<file path="src/source/div_params_pkg.sv">
package div_params_pkg;

    // Operand width of dividend, divisor, quotient and remainder
    parameter int div_width = 16;

    // Iteration counter must be able to hold the value div_width
    parameter int div_count_width = $clog2(div_width + 1);

endpackage

</file>
<file path="src/source/div_types_pkg.sv">
package div_types_pkg;

    // One division request as presented at the top level
    typedef struct packed {
        logic [div_params_pkg::div_width-1:0] dividend;
        logic [div_params_pkg::div_width-1:0] divisor;
    } div_request_t;

    // Result of one division
    // div_by_zero marks a request whose divisor was zero
    typedef struct packed {
        logic [div_params_pkg::div_width-1:0] quotient;
        logic [div_params_pkg::div_width-1:0] remainder;
        logic                                 div_by_zero;
    } div_result_t;

    // Strobes from the controller to the datapath
    typedef struct packed {
        // Load M and Q from the captured request, clear A and the counter
        logic load_operands;
        // One shift-subtract-restore step, counter increments
        logic iterate;
        // Keep the difference (1) or restore A (0), chosen from sub_msb
        logic keep_difference;
        // Last step, next A and Q go to the result register
        logic write_result;
    } div_ctrl_t;

endpackage

</file>
<file path="src/source/div_controller.sv">
`timescale 1ns/1ps

module div_controller (
    input  logic                     clk,
    input  logic                     reset,
    input  logic                     load,
    input  logic                     count_done,
    input  logic                     sub_msb,
    output div_types_pkg::div_ctrl_t ctrl,
    output logic                     busy
);

    typedef enum logic [1:0] {
        st_idle,
        st_load,
        st_iterate,
        st_finish
    } state_t;

    state_t state;
    state_t state_next;

    always_ff @(posedge clk or negedge reset) begin
        if (!reset) begin
            state <= st_idle;
        end else begin
            state <= state_next;
        end
    end

    always_comb begin
        state_next = state;
        case (state)
            st_idle: begin
                if (load) begin
                    state_next = st_load;
                end
            end
            st_load: begin
                state_next = st_iterate;
            end
            st_iterate: begin
                // count_done flags the final step
                if (count_done) begin
                    state_next = st_finish;
                end
            end
            st_finish: begin
                state_next = st_idle;
            end
            default: begin
                state_next = st_idle;
            end
        endcase
    end

    // Datapath strobes decoded from the current state
    always_comb begin
        ctrl = '0;
        case (state)
            st_load: begin
                ctrl.load_operands = 1'b1;
            end
            st_iterate: begin
                ctrl.iterate = 1'b1;
                // Negative difference means restore A and shift in a zero
                ctrl.keep_difference = ~sub_msb;
                ctrl.write_result = count_done;
            end
            default: begin
                ctrl = '0;
            end
        endcase
    end

    // High while the datapath iterates
    assign busy = (state == st_iterate);

endmodule

</file>
<file path="src/source/div_datapath.sv">
`timescale 1ns/1ps

module div_datapath (
    input  logic                        clk,
    input  logic                        reset,
    input  div_types_pkg::div_request_t captured,
    input  div_types_pkg::div_ctrl_t    ctrl,
    output logic                        sub_msb,
    output logic                        count_done,
    output div_types_pkg::div_result_t  next_result
);

    import div_params_pkg::*;
    import div_types_pkg::*;

    // A carries one extra bit for the sign of the trial subtraction
    logic [div_width:0]           a_reg;
    logic [div_width-1:0]         q_reg;
    logic [div_width-1:0]         m_reg;
    logic [div_count_width-1:0]   count;

    logic [div_width:0]           a_shift;
    logic [div_width-1:0]         q_shift;
    logic [div_width:0]           m_ext;
    logic [div_width:0]           diff;
    logic [div_width:0]           a_next;
    logic [div_width-1:0]         q_next;

    // Operand and partial result registers
    always_ff @(posedge clk) begin
        if (ctrl.load_operands) begin
            a_reg <= '0;
            q_reg <= captured.dividend;
            m_reg <= captured.divisor;
        end else if (ctrl.iterate) begin
            a_reg <= a_next;
            q_reg <= q_next;
        end
    end

    // Iteration counter
    always_ff @(posedge clk or negedge reset) begin
        if (!reset) begin
            count <= '0;
        end else if (ctrl.load_operands) begin
            count <= '0;
        end else if (ctrl.iterate) begin
            count <= count + 1'b1;
        end
    end

    // Final step is the one taken with the counter at div_width-1
    assign count_done = (count == div_count_width'(div_width - 1));

    always_comb begin
        // Shift {A, Q} left by one
        a_shift = {a_reg[div_width-1:0], q_reg[div_width-1]};
        q_shift = {q_reg[div_width-2:0], 1'b0};

        // Trial subtraction of the divisor
        m_ext = {1'b0, m_reg};
        diff  = a_shift - m_ext;
    end

    assign sub_msb = diff[div_width];

    // Keep or restore, choice comes from the controller
    always_comb begin
        if (ctrl.keep_difference) begin
            a_next = diff;
            q_next = q_shift | {{(div_width-1){1'b0}}, 1'b1};
        end else begin
            a_next = diff + m_ext;
            q_next = q_shift;
        end
    end

    // Values after this step; divide-by-zero flag is added downstream
    always_comb begin
        next_result.quotient    = q_next;
        next_result.remainder   = a_next[div_width-1:0];
        next_result.div_by_zero = 1'b0;
    end

endmodule

</file>
<file path="src/source/div_operand_capture.sv">
`timescale 1ns/1ps

module div_operand_capture (
    input  logic                       clk,
    input  logic                       reset,
    input  logic                       start,
    input  div_types_pkg::div_request_t request,
    input  logic                       busy,
    output div_types_pkg::div_request_t captured,
    output logic                       divisor_zero,
    output logic                       load
);

    import div_params_pkg::*;

    logic accept;

    // A start is taken only while no division is running
    assign accept = start & ~busy;

    // Request payload, held until the next accepted start
    always_ff @(posedge clk) begin
        if (accept) begin
            captured     <= request;
            divisor_zero <= (request.divisor == {div_width{1'b0}});
        end
    end

    // One-cycle load pulse to the controller
    always_ff @(posedge clk or negedge reset) begin
        if (!reset) begin
            load <= 1'b0;
        end else begin
            load <= accept;
        end
    end

endmodule

</file>
<file path="src/source/div_result_hold.sv">
`timescale 1ns/1ps

module div_result_hold (
    input  logic                       clk,
    input  logic                       reset,
    input  logic                       start_accepted,
    input  logic                       write_result,
    input  div_types_pkg::div_result_t next_result,
    input  logic                       divisor_zero,
    output logic                       done,
    output div_types_pkg::div_result_t result
);

    import div_types_pkg::*;

    div_result_t result_q;
    logic        valid;

    // Result payload with the zero-divisor flag attached
    always_ff @(posedge clk) begin
        if (write_result) begin
            result_q <= '{
                quotient:    next_result.quotient,
                remainder:   next_result.remainder,
                div_by_zero: divisor_zero
            };
        end
    end

    // Valid level and completion pulse
    always_ff @(posedge clk or negedge reset) begin
        if (!reset) begin
            valid <= 1'b0;
            done  <= 1'b0;
        end else begin
            done <= write_result;
            if (write_result) begin
                valid <= 1'b1;
            end else if (start_accepted) begin
                valid <= 1'b0;
            end
        end
    end

    // Result reads zero until the division completes
    assign result = valid ? result_q : '0;

endmodule

</file>
<file path="src/source/divider_top.sv">
`timescale 1ns/1ps

module divider_top (
    input  logic                        clk,
    input  logic                        reset,
    input  logic                        start,
    input  div_types_pkg::div_request_t request,
    output logic                        busy,
    output logic                        done,
    output div_types_pkg::div_result_t  result
);

    import div_types_pkg::*;

    logic         start_accepted;
    div_request_t captured;
    logic         divisor_zero;
    logic         load;
    div_ctrl_t    ctrl;
    logic         sub_msb;
    logic         count_done;
    div_result_t  next_result;

    // Starts while busy are dropped
    assign start_accepted = start & ~busy;

    div_operand_capture u_capture (
        .clk          (clk),
        .reset        (reset),
        .start        (start),
        .request      (request),
        .busy         (busy),
        .captured     (captured),
        .divisor_zero (divisor_zero),
        .load         (load)
    );

    div_controller u_controller (
        .clk        (clk),
        .reset      (reset),
        .load       (load),
        .count_done (count_done),
        .sub_msb    (sub_msb),
        .ctrl       (ctrl),
        .busy       (busy)
    );

    div_datapath u_datapath (
        .clk         (clk),
        .reset       (reset),
        .captured    (captured),
        .ctrl        (ctrl),
        .sub_msb     (sub_msb),
        .count_done  (count_done),
        .next_result (next_result)
    );

    div_result_hold u_result_hold (
        .clk            (clk),
        .reset          (reset),
        .start_accepted (start_accepted),
        .write_result   (ctrl.write_result),
        .next_result    (next_result),
        .divisor_zero   (divisor_zero),
        .done           (done),
        .result         (result)
    );

endmodule

</file>
<file path="config.mk">
export PLATFORM = sky130hd
export DESIGN_NAME = divider_top
export DESIGN_NICKNAME = d
export VERILOG_FILES = /design/src/source/div_params_pkg.sv /design/src/source/div_types_pkg.sv /design/src/source/div_controller.sv /design/src/source/div_datapath.sv /design/src/source/div_operand_capture.sv /design/src/source/div_result_hold.sv /design/src/source/divider_top.sv
export SDC_FILE = /design/constraint.sdc
export NUM_CORES = 1
export LEC_CHECK = 0
export BUFFER_PORTS_ARGS = -buffer_cell sky130_fd_sc_hd__buf_2
export CAP_MARGIN = 10
export CORE_UTILIZATION = 64
export CTS_CLUSTER_SIZE = 12
export DETAILED_ROUTE_END_ITERATION = 6
export PLACE_DENSITY = 0.86
export SETUP_SLACK_MARGIN = 0.15
export SLEW_MARGIN = 20
export SYNTH_ARGS = -nofsm -noshare
export SYNTH_HDL_FRONTEND = slang
export SYNTH_SLANG_ARGS = --single-unit
</file>
<file path="constraint.sdc">
create_clock -name clk -period 9.05 [get_ports clk]
set_clock_uncertainty 0.1 [all_clocks]
set_input_delay 0.4525 -clock clk [delete_from_list [all_inputs] [get_ports clk]]
set_output_delay 0.4525 -clock clk [all_outputs]
set_load 0.05 [all_outputs]
</file>
Yosys cells after proc, flatten, opt, wreduce, memory -nomap -nowiden:

Index checks and enable logic that the tools add are counted.

* register bits after elaboration: 124
* latch bits: 0
* memory bits (writable): 0
* memory bits (read-only): 0
* input port bits: 35
* output and inout port bits: 35
* logic and storage cells: 45
* memories kept: 0

* add/subtract/negate cells: 3
* multipliers: 0
* divide/modulo/power cells: 0
* order comparisons: 0
* eq/ne operators: 6
* shifts and indexed selects: 0
* muxes and demuxes: 14
* bitwise logic cells: 3
* reductions and logical operators: 5

Operator list (number)
* 2-to-1 mux 16 bit: 3
* 2-to-1 mux 33 bit: 1
* subtractor 17 x 16 -> 17 bit: 1
* adder 16 bit: 1
* zero test 16 bit: 1
* 2-to-1 mux 5 bit: 2
* one-hot mux 2 bit (4 select lines): 1
* adder 5 x 1 -> 5 bit, second input constant: 1
* equality test 5 x 4 -> 1 bit, second input constant: 1
* equality test 2 bit, second input constant: 2
* 2-to-1 mux 1 bit: 4
* 2-to-1 mux 2 bit: 2
* nonzero test 2 bit: 2
* 2-to-1 mux 3 bit: 1
* equality test 2 x 1 -> 1 bit, second input constant: 1
* zero test 2 bit: 1
* != test 2 x 1 -> 1 bit, second input constant: 1
* != test 2 bit, second input constant: 1
* inverter 1 bit: 2
* AND reduction 2 bit: 1
* bitwise AND 1 bit: 1

Logic depth before layout (Yosys ltp):

Gate-level depths: netlist of the first run.

* depth in word-level cells: 6
* depth in mapped cells: 17
* gate-level depth less buffers: 16

Hierarchy:

From an unflattened synthesis of the first run, not the netlist that was laid out.

* cell total of the unflattened synthesis: 530
* area total of the unflattened synthesis: 6418.7 um^2

By module, submodules not included
* div_datapath: instances 1, cells each 400, area an instance 3877.5 um^2, sequential area each 1406.3 um^2
* div_result_hold: instances 1, cells each 73, area an instance 1291.2 um^2, sequential area each 1041.0 um^2
* div_operand_capture: instances 1, cells each 40, area an instance 1056.0 um^2, sequential area each 1016.0 um^2
* div_controller: instances 1, cells each 16, area an instance 180.2 um^2, sequential area each 50.0 um^2
* divider_top: instances 1, cells each 1, area an instance 13.8 um^2, sequential area each 0.0 um^2

Least setup slack after synthesis of the first run:

No wires, ideal clock.

* kind: flip-flop to flip-flop
* from: reg u_datapath.q_reg[15]
* to: reg u_result_hold.result_q[15] (netlist bit) (data pin)
* arrival time: 3.511 ns
* slack: 5.180 ns
* cell stages (with the launch flop): 16
* period minus slack after synthesis: 3.870 ns
* path through: edfxtp_1 -> inv_1 -> ha_1 -> fa_1 -> nor2b_1 -> o2111a_1 -> or3_4 -> a2111o_1 -> o211ai_1 -> ha_1 -> a21o_1 -> a21oi_1 -> and4b_1 -> a2111oi_0 -> o311ai_0 -> mux2_2

RTL lines
* from (decl): RTL line div_datapath.sv:18 `logic [div_width-1:0] q_reg;`
* from (signal assigned): RTL line div_datapath.sv:33 `q_reg <= captured.dividend;`
* from (signal assigned): RTL line div_datapath.sv:37 `q_reg <= q_next;`
* to (signal assigned): RTL line div_result_hold.sv:22 `result_q <= '{`
* to (decl): RTL line div_result_hold.sv:16 `div_result_t result_q;`

==> results of run 1 <==
==> layer usage <==
| metal | vias up | share of wire |
|---|---|---|
| li1 | 2226 | - |
| met1 | 2333 | 0.41 |
| met2 | 259 | 0.47 |
| met3 | 51 | 0.080 |
| met4 | 0 | 0.042 |
| met5 | - | 0 |
==> final timing paths <==
kind / to / slack (ns) / depth (start not counted)
min in group asynchronous: u_datapath.count[3]$_DFFE_PN0P_ / 0.22 / 2
worst max-delay path: u_result_hold.result_q[15]$_DFFE_PP_ / 4.40 / 12
worst min-delay path: u_capture.captured[29]$_DFFE_PP_ / 0.01 / 1
max in group asynchronous: u_result_hold.done$_DFF_PN0_ / 8.42 / 2
worst max register to register: u_result_hold.result_q[15]$_DFFE_PP_ / 4.40 / 12
worst min register to register: u_datapath.m_reg[8]$_DFFE_PP_ / 0.31 / 0
==> critical path: cells and delay by family (launching register included) <==
family / cells / cell delay [ns]
AND/OR/NAND/NOR: 3 / 0.77
multiplexers: 1 / 0.32
flip-flops: 1 / 0.45
adder cells (fa/ha/maj): 3 / 1.08
AO/OA/AOI/OAI: 5 / 1.67
==> area by class of cell <==
type                            instances  area [um^2]
Clock buffer                           18          418
Clock inverter                         14          164
Fill cell                             563         2100
Inverter                               39          146
Multi-Input combinational cell        373         2880
Sequential cell                       124         3510
Tap cell                              133          166
Timing Repair Buffer                   83          475
==> metrics by stage <==
stage	setup WS [ns]	utilization	instance area [um^2]	hold slack (ns)	instances
5_1_grt	4.23	0.787	7760	0.000555	784
2_1_floorplan	5.18	-	6590	0.0569	554
4_1_cts	4.64	0.787	7760	0.000423	784
6_report	4.40	0.787	7760	0.00962	784
3_5_place_dp	4.72	0.718	7080	0.223	742
3_3_place_gp	4.89	0.716	7070	0.217	742
==> synthesized netlist by cell type, drive strengths merged (3+ instances only) <==
| cell type | number | share of area |
|---|---|---|
| nand2b | 3 | 0.0028 |
| and2 | 35 | 0.033 |
| ha | 39 | 0.074 |
| o22ai | 3 | 0.0028 |
| xor2 | 4 | 0.0053 |
| o2111a | 3 | 0.0051 |
| a21o | 9 | 0.010 |
| o21ai | 19 | 0.014 |
| a21oi | 26 | 0.020 |
| inv | 39 | 0.022 |
| o21bai | 6 | 0.0068 |
| nand2 | 26 | 0.015 |
| o21a | 7 | 0.0080 |
| mux2 | 28 | 0.048 |
| o2111ai | 4 | 0.0053 |
| a211o | 3 | 0.0040 |
| edfxtp | 98 | 0.45 |
| nor4 | 4 | 0.0038 |
| xnor2 | 20 | 0.027 |
| or3 | 3 | 0.0036 |
| clkbuf | 12 | 0.0068 |
| a21boi | 3 | 0.0051 |
| nor2b | 5 | 0.0047 |
| nor3 | 7 | 0.0053 |
| buf | 6 | 0.0047 |
| nor2 | 35 | 0.020 |
| nand4 | 3 | 0.0028 |
| nand3 | 6 | 0.0046 |
| and3 | 5 | 0.0047 |
| mux2i | 14 | 0.021 |
| a211oi | 12 | 0.014 |
| o211ai | 4 | 0.0066 |
| dfxtp | 16 | 0.049 |
| o311ai | 4 | 0.0053 |
| dfrtp | 10 | 0.038 |
==> cells by family after synthesis <==
family	count (synthesis)
simple gates	142
flops	124
compound gates	123
buf+inv	57
mux	43
fa+ha+maj	41
xor+xnor	24
==> results.yml, run 1 <==
clock_tree:
  clock_sinks: 124
  cts_buffers: 17
  postCtsHoldBufs: 10
  cts_tree: "yes"
  root_buffer: "clkbuf_8"
  ctsResizeCount: 0
  path_clk_slew_ns: 0.07
  clk_latency_ns: 0.52
  clockBufferDepth: 2
  post-cts-setup-buffer-count: 0
  htreeDepth: 4
synth:
  synth_warnings: 0
  synth-simple-area-share: 0.113
  synth_adder_area_share: 0.0801
  synthXorXnorAreaFrac: 0.0319
  synth_compound_area_frac: 0.135
  netlist-cell-type-count: 69
  ys.flop_type: "edfxtp_1"
  synth_fp_nets: 630
  synthArstFlopShare: 0.0806
  syn_area_mm2: 0.00659
  synth_mux_area_frac: 0.0725
  synth.avg_cell_area_um2: 11.9
  ys_seq_elements: 124
  seq_area_frac_synth: 0.533
  synth_top_family_by_area: "compound AO/OA/AOI/OAI gates"
  synthCells: 554
  synth_edf_count: 98
sta:
  setup_viol: 0
  final_max_slew_viol_count: 0
  period_share: 0.514
  max_freq_mhz: 215
  fin_crit_ns: 4.65
  setup_tns_ns: 0
  tightestPinTransition_ns: 1.11
  rsz0062_at_grt: "no"
  relSlewSlack: 0.258
  hold_viol_final: 0
cells_and_area:
  final_cell_mix: "edfxtp_1, buf_2, inv_1"
  final_nets: 714
  regMostFlops: "u_result_hold.result_q"
  top_regs: "u_result_hold.result_q x33, u_capture.captured x32"
  diodes: 0
  final_common_cell: "edfxtp_1"
  largest_reg_flops: 33
  syn_to_final_growth_pct: 17.8
  drive_gt1_frac: 0.214
global_route:
  use_met3: 0.0685
  met1_usage: 0.406
  grt-ovfl-total: 0
  grt_start_max_net_pins: 35
  grt_util_met2: 0.498
  antenna_found_initial: 0
  grtUsageTotal: 0.318
  grt.busiest_layer: "met2"
  grt_pass1_vias: 4972
  grt_pass1_wl_mm: 24.6
routing:
  antenna_left: 0
  first_pass_iters: 5
  route.detailed.drc: 0
  wire_per_inst_um: 20.0
  drt_iter0_drc: 406
  vias_per_cell: 6.21
  num_vias: 4869
  routed_wl_mm: 15.7
floorplan:
  io_pins: 70
  dieHeight_um: 103
  die-area_mm2: 0.0107
  start_util: 0.668
  row_count: 36
  die_w_um: 103
  core-area_mm2: 0.00986
setup_path:
  worst_path_most_repeated_cell: "ha_1"
  crit_path_max_incr_delay_ns: 0.51
  end_kind: "flop"
  worstSetupPathType: "flop to flop"
  worst-path-max-fanout: 6
  start_kind: "flop"
  path_cells: "ha_1 > fa_1 > nor2b_1 > o2111a_1 > nor3_1 > o21ai_0 > a211oi_1 > ha_1 > and4b_1 > a2111oi_0 > o311ai_0 > mux2_2"
  critPathSlowestCell: "a211oi_1"
  r2r-start: "u_datapath.m_reg[0]$_DFFE_PP_"
  crit_start: "u_datapath.m_reg[0]$_DFFE_PP_"
  worstPathArrival_ns: 4.82
  cp.required_ns: 9.22
placement:
  dp_hpwl_mm: 10.0
  io_buffers: 69
  routabilityCongestion: 0.972
flow_run:
  cap_viol_max_count: 0
worst_hold_path:
  hold_path.class: "input pin to flop"
  holdCritStartpoint: "request[29]"
status:
  outcome: "completed"
Power of run 1 is not shown: default switching activity piles up to over one toggle a cycle in this logic, so the estimate is an artifact.
==> run 2, diff against run 1 <==
--- a/config.mk
+++ b/config.mk
@@ -7,10 +7,10 @@
 export LEC_CHECK = 0
 export BUFFER_PORTS_ARGS = -buffer_cell sky130_fd_sc_hd__buf_2
 export CAP_MARGIN = 10
-export CORE_UTILIZATION = 64
+export CORE_UTILIZATION = 59
 export CTS_CLUSTER_SIZE = 12
 export DETAILED_ROUTE_END_ITERATION = 6
-export PLACE_DENSITY = 0.86
+export PLACE_DENSITY = 0.8
 export SETUP_SLACK_MARGIN = 0.15
 export SLEW_MARGIN = 20
 export SYNTH_ARGS = -nofsm -noshare
==> constraint.sdc (replaced) <==
create_clock -name clk -period 4.35 [get_ports clk]
set_clock_uncertainty 0.1 [all_clocks]
set_input_delay 0.2175 -clock clk [delete_from_list [all_inputs] [get_ports clk]]
set_output_delay 0.2175 -clock clk [all_outputs]
set_load 0.05 [all_outputs]
==> run 2 against run 1 <==
  * Via count rose by 0.94%
  * Core utilization shrank 3.9 points
  * Largest cell class unchanged
  * Die area is 8.3% higher
  * Count of clock-buffer cells in the layout is the same
  * Setup slack got worse by 4.1 ns
  * Critical endpoint is now u_datapath.a_reg[15]$_SDFFE_PP0P_
  * Non-clock buffer count grew 32
  * Cell count is 5.0% higher
  * First-iteration DRC count rose by 30%
==> results.yml, run 2 (synthesized netlist as in run 1, its figures left out) <==
sta:
  setup_viol: 0
  setup_tns_ns: 0
  relSlewSlack: 0.304
  tightestPinTransition_ns: 1.04
  period_share: 0.936
  max_freq_mhz: 246
  final_max_slew_viol_count: 0
  fin_crit_ns: 4.07
  layout_setup_ws_ns: 0.279
  hold_viol_final: 0
  rsz0062_at_grt: "yes"
cells_and_area:
  regArea_mm2: 0.00351
  regMostFlops: "u_result_hold.result_q"
  design_area_mm2: 0.00811
  top_regs: "u_result_hold.result_q x33, u_capture.captured x32"
  largest_reg_flops: 33
  final_common_cell: "edfxtp_1"
  drive_gt1_frac: 0.239
  diodes: 0
  fillerInstances: 690
  final_nets: 746
  syn_to_final_growth_pct: 23.1
  multi_input_area_mm2: 0.00295
  final_cell_mix: "edfxtp_1, buf_2, inv_1"
setup_path:
  cp.required_ns: 4.65
  worst-path-max-fanout: 6
  crit_path_max_incr_delay_ns: 0.49
  end_kind: "flop"
  worstPathArrival_ns: 4.37
  path_depth: 14
  path_cells: "ha_4 > fa_2 > nor2b_2 > o21a_1 > nor2_1 > xnor2_1 > ha_1 > a2111o_1 > a21oi_2 > nor3_1 > or3_1 > nand3_1 > a221oi_1 > a311o_1"
  ff2ff_path_depth: 14
  critPathTopFamily: "compound AO/OA/AOI/OAI gates"
  cp_num_buf_inv: 0
  worstSetupPathType: "flop to flop"
  start_kind: "flop"
  critPathSlowestCell: "a2111o_1"
floorplan:
  die-area_mm2: 0.0116
  die_w_um: 108
  row_count: 38
  io_pins: 70
  start_util: 0.608
  dieHeight_um: 108
  core-area_mm2: 0.0108
placement:
  io_buffers: 69
  pre_cts_ws_ns: 0.135
  dpl-instance-area_mm2: 0.00711
  dp_hpwl_mm: 9.99
  routabilityCongestion: 0.916
routing:
  routed_wl_mm: 15.2
  drt_iter0_drc: 526
  num_vias: 4915
  first_pass_iters: 5
  antenna_left: 0
  route.detailed.drc: 0
  vias_per_cell: 5.97
  wire_per_inst_um: 18.5
clock_tree:
  cts_tree: "yes"
  htreeDepth: 4
  clock_sinks: 124
  cts_buffers: 17
  root_buffer: "clkbuf_8"
  path_clk_slew_ns: 0.06
  clockBufferDepth: 2
  clk_latency_ns: 0.52
worst_hold_path:
  hold_path.class: "input pin to flop"
  min_path_cells: 2
global_route:
  met1_usage: 0.367
  use_met3: 0.0630
  grt-ovfl-total: 0
  antenna_found_initial: 0
  grt_start_max_net_pins: 35
  grt_pass1_vias: 4811
  grt_util_met2: 0.441
  grt_pass1_wl_mm: 23.8
  grt.busiest_layer: "met2"
  grtUsageTotal: 0.277
flow_run:
  cap_viol_max_count: 0
status:
  outcome: "completed"
==> run 2: cell type report <==
type / instances / area share
Clock buffer: 18 / 0.0515
Clock inverter: 14 / 0.0168
Inverter: 39 / 0.0180
Multi-Input combinational cell: 373 / 0.363
Sequential cell: 124 / 0.433
Tap cell: 140 / 0.0216
Timing Repair Buffer: 115 / 0.0956
==> run 2: metrics by stage <==
step	hold WS, ns	util	instances
after floorplan	-0.178	-	554
after global placement	-0.0172	0.655	753
after detailed placement	-0.0155	0.655	753
after CTS	0.132	0.740	820
after global routing	0.152	0.748	823
final	0.140	0.748	823
==> run 2: worst paths after layout <==
kind	start	to	slack [ns]
hold / removal	start	u_capture.captured[2]$_DFFE_PP_	0.14
hold reg to reg	u_capture.divisor_zero$_DFFE_PP_	u_result_hold.result_q[0]$_DFFE_PP_	0.32
min in group asynchronous	reset	u_datapath.count[3]$_DFFE_PN0P_	0.62
setup reg to reg	u_datapath.m_reg[0]$_DFFE_PP_	u_datapath.a_reg[15]$_SDFFE_PP0P_	0.28
max in group asynchronous	reset	u_datapath.count[1]$_DFFE_PN0P_	3.21
setup / recovery	u_datapath.m_reg[0]$_DFFE_PP_	u_datapath.a_reg[15]$_SDFFE_PP0P_	0.28
==> run 2: repair_timing <==
action,in CTS,in global routing
hold endpoints to repair,42,0
gates resized for setup,3,18
hold buffers,34,0
setup endpoints to repair,3,15
pin swaps,1,4
setup buffers,1,3
gates cloned,0,0
==> run 2: metal layers <==
layer / routed length, um / part of all wire
met5: 0 / 0
met4: 355 / 0.023
met3: 1180 / 0.077
met2: 7340 / 0.48
met1: 6350 / 0.42
Power of run 2 is left out for the same reason.
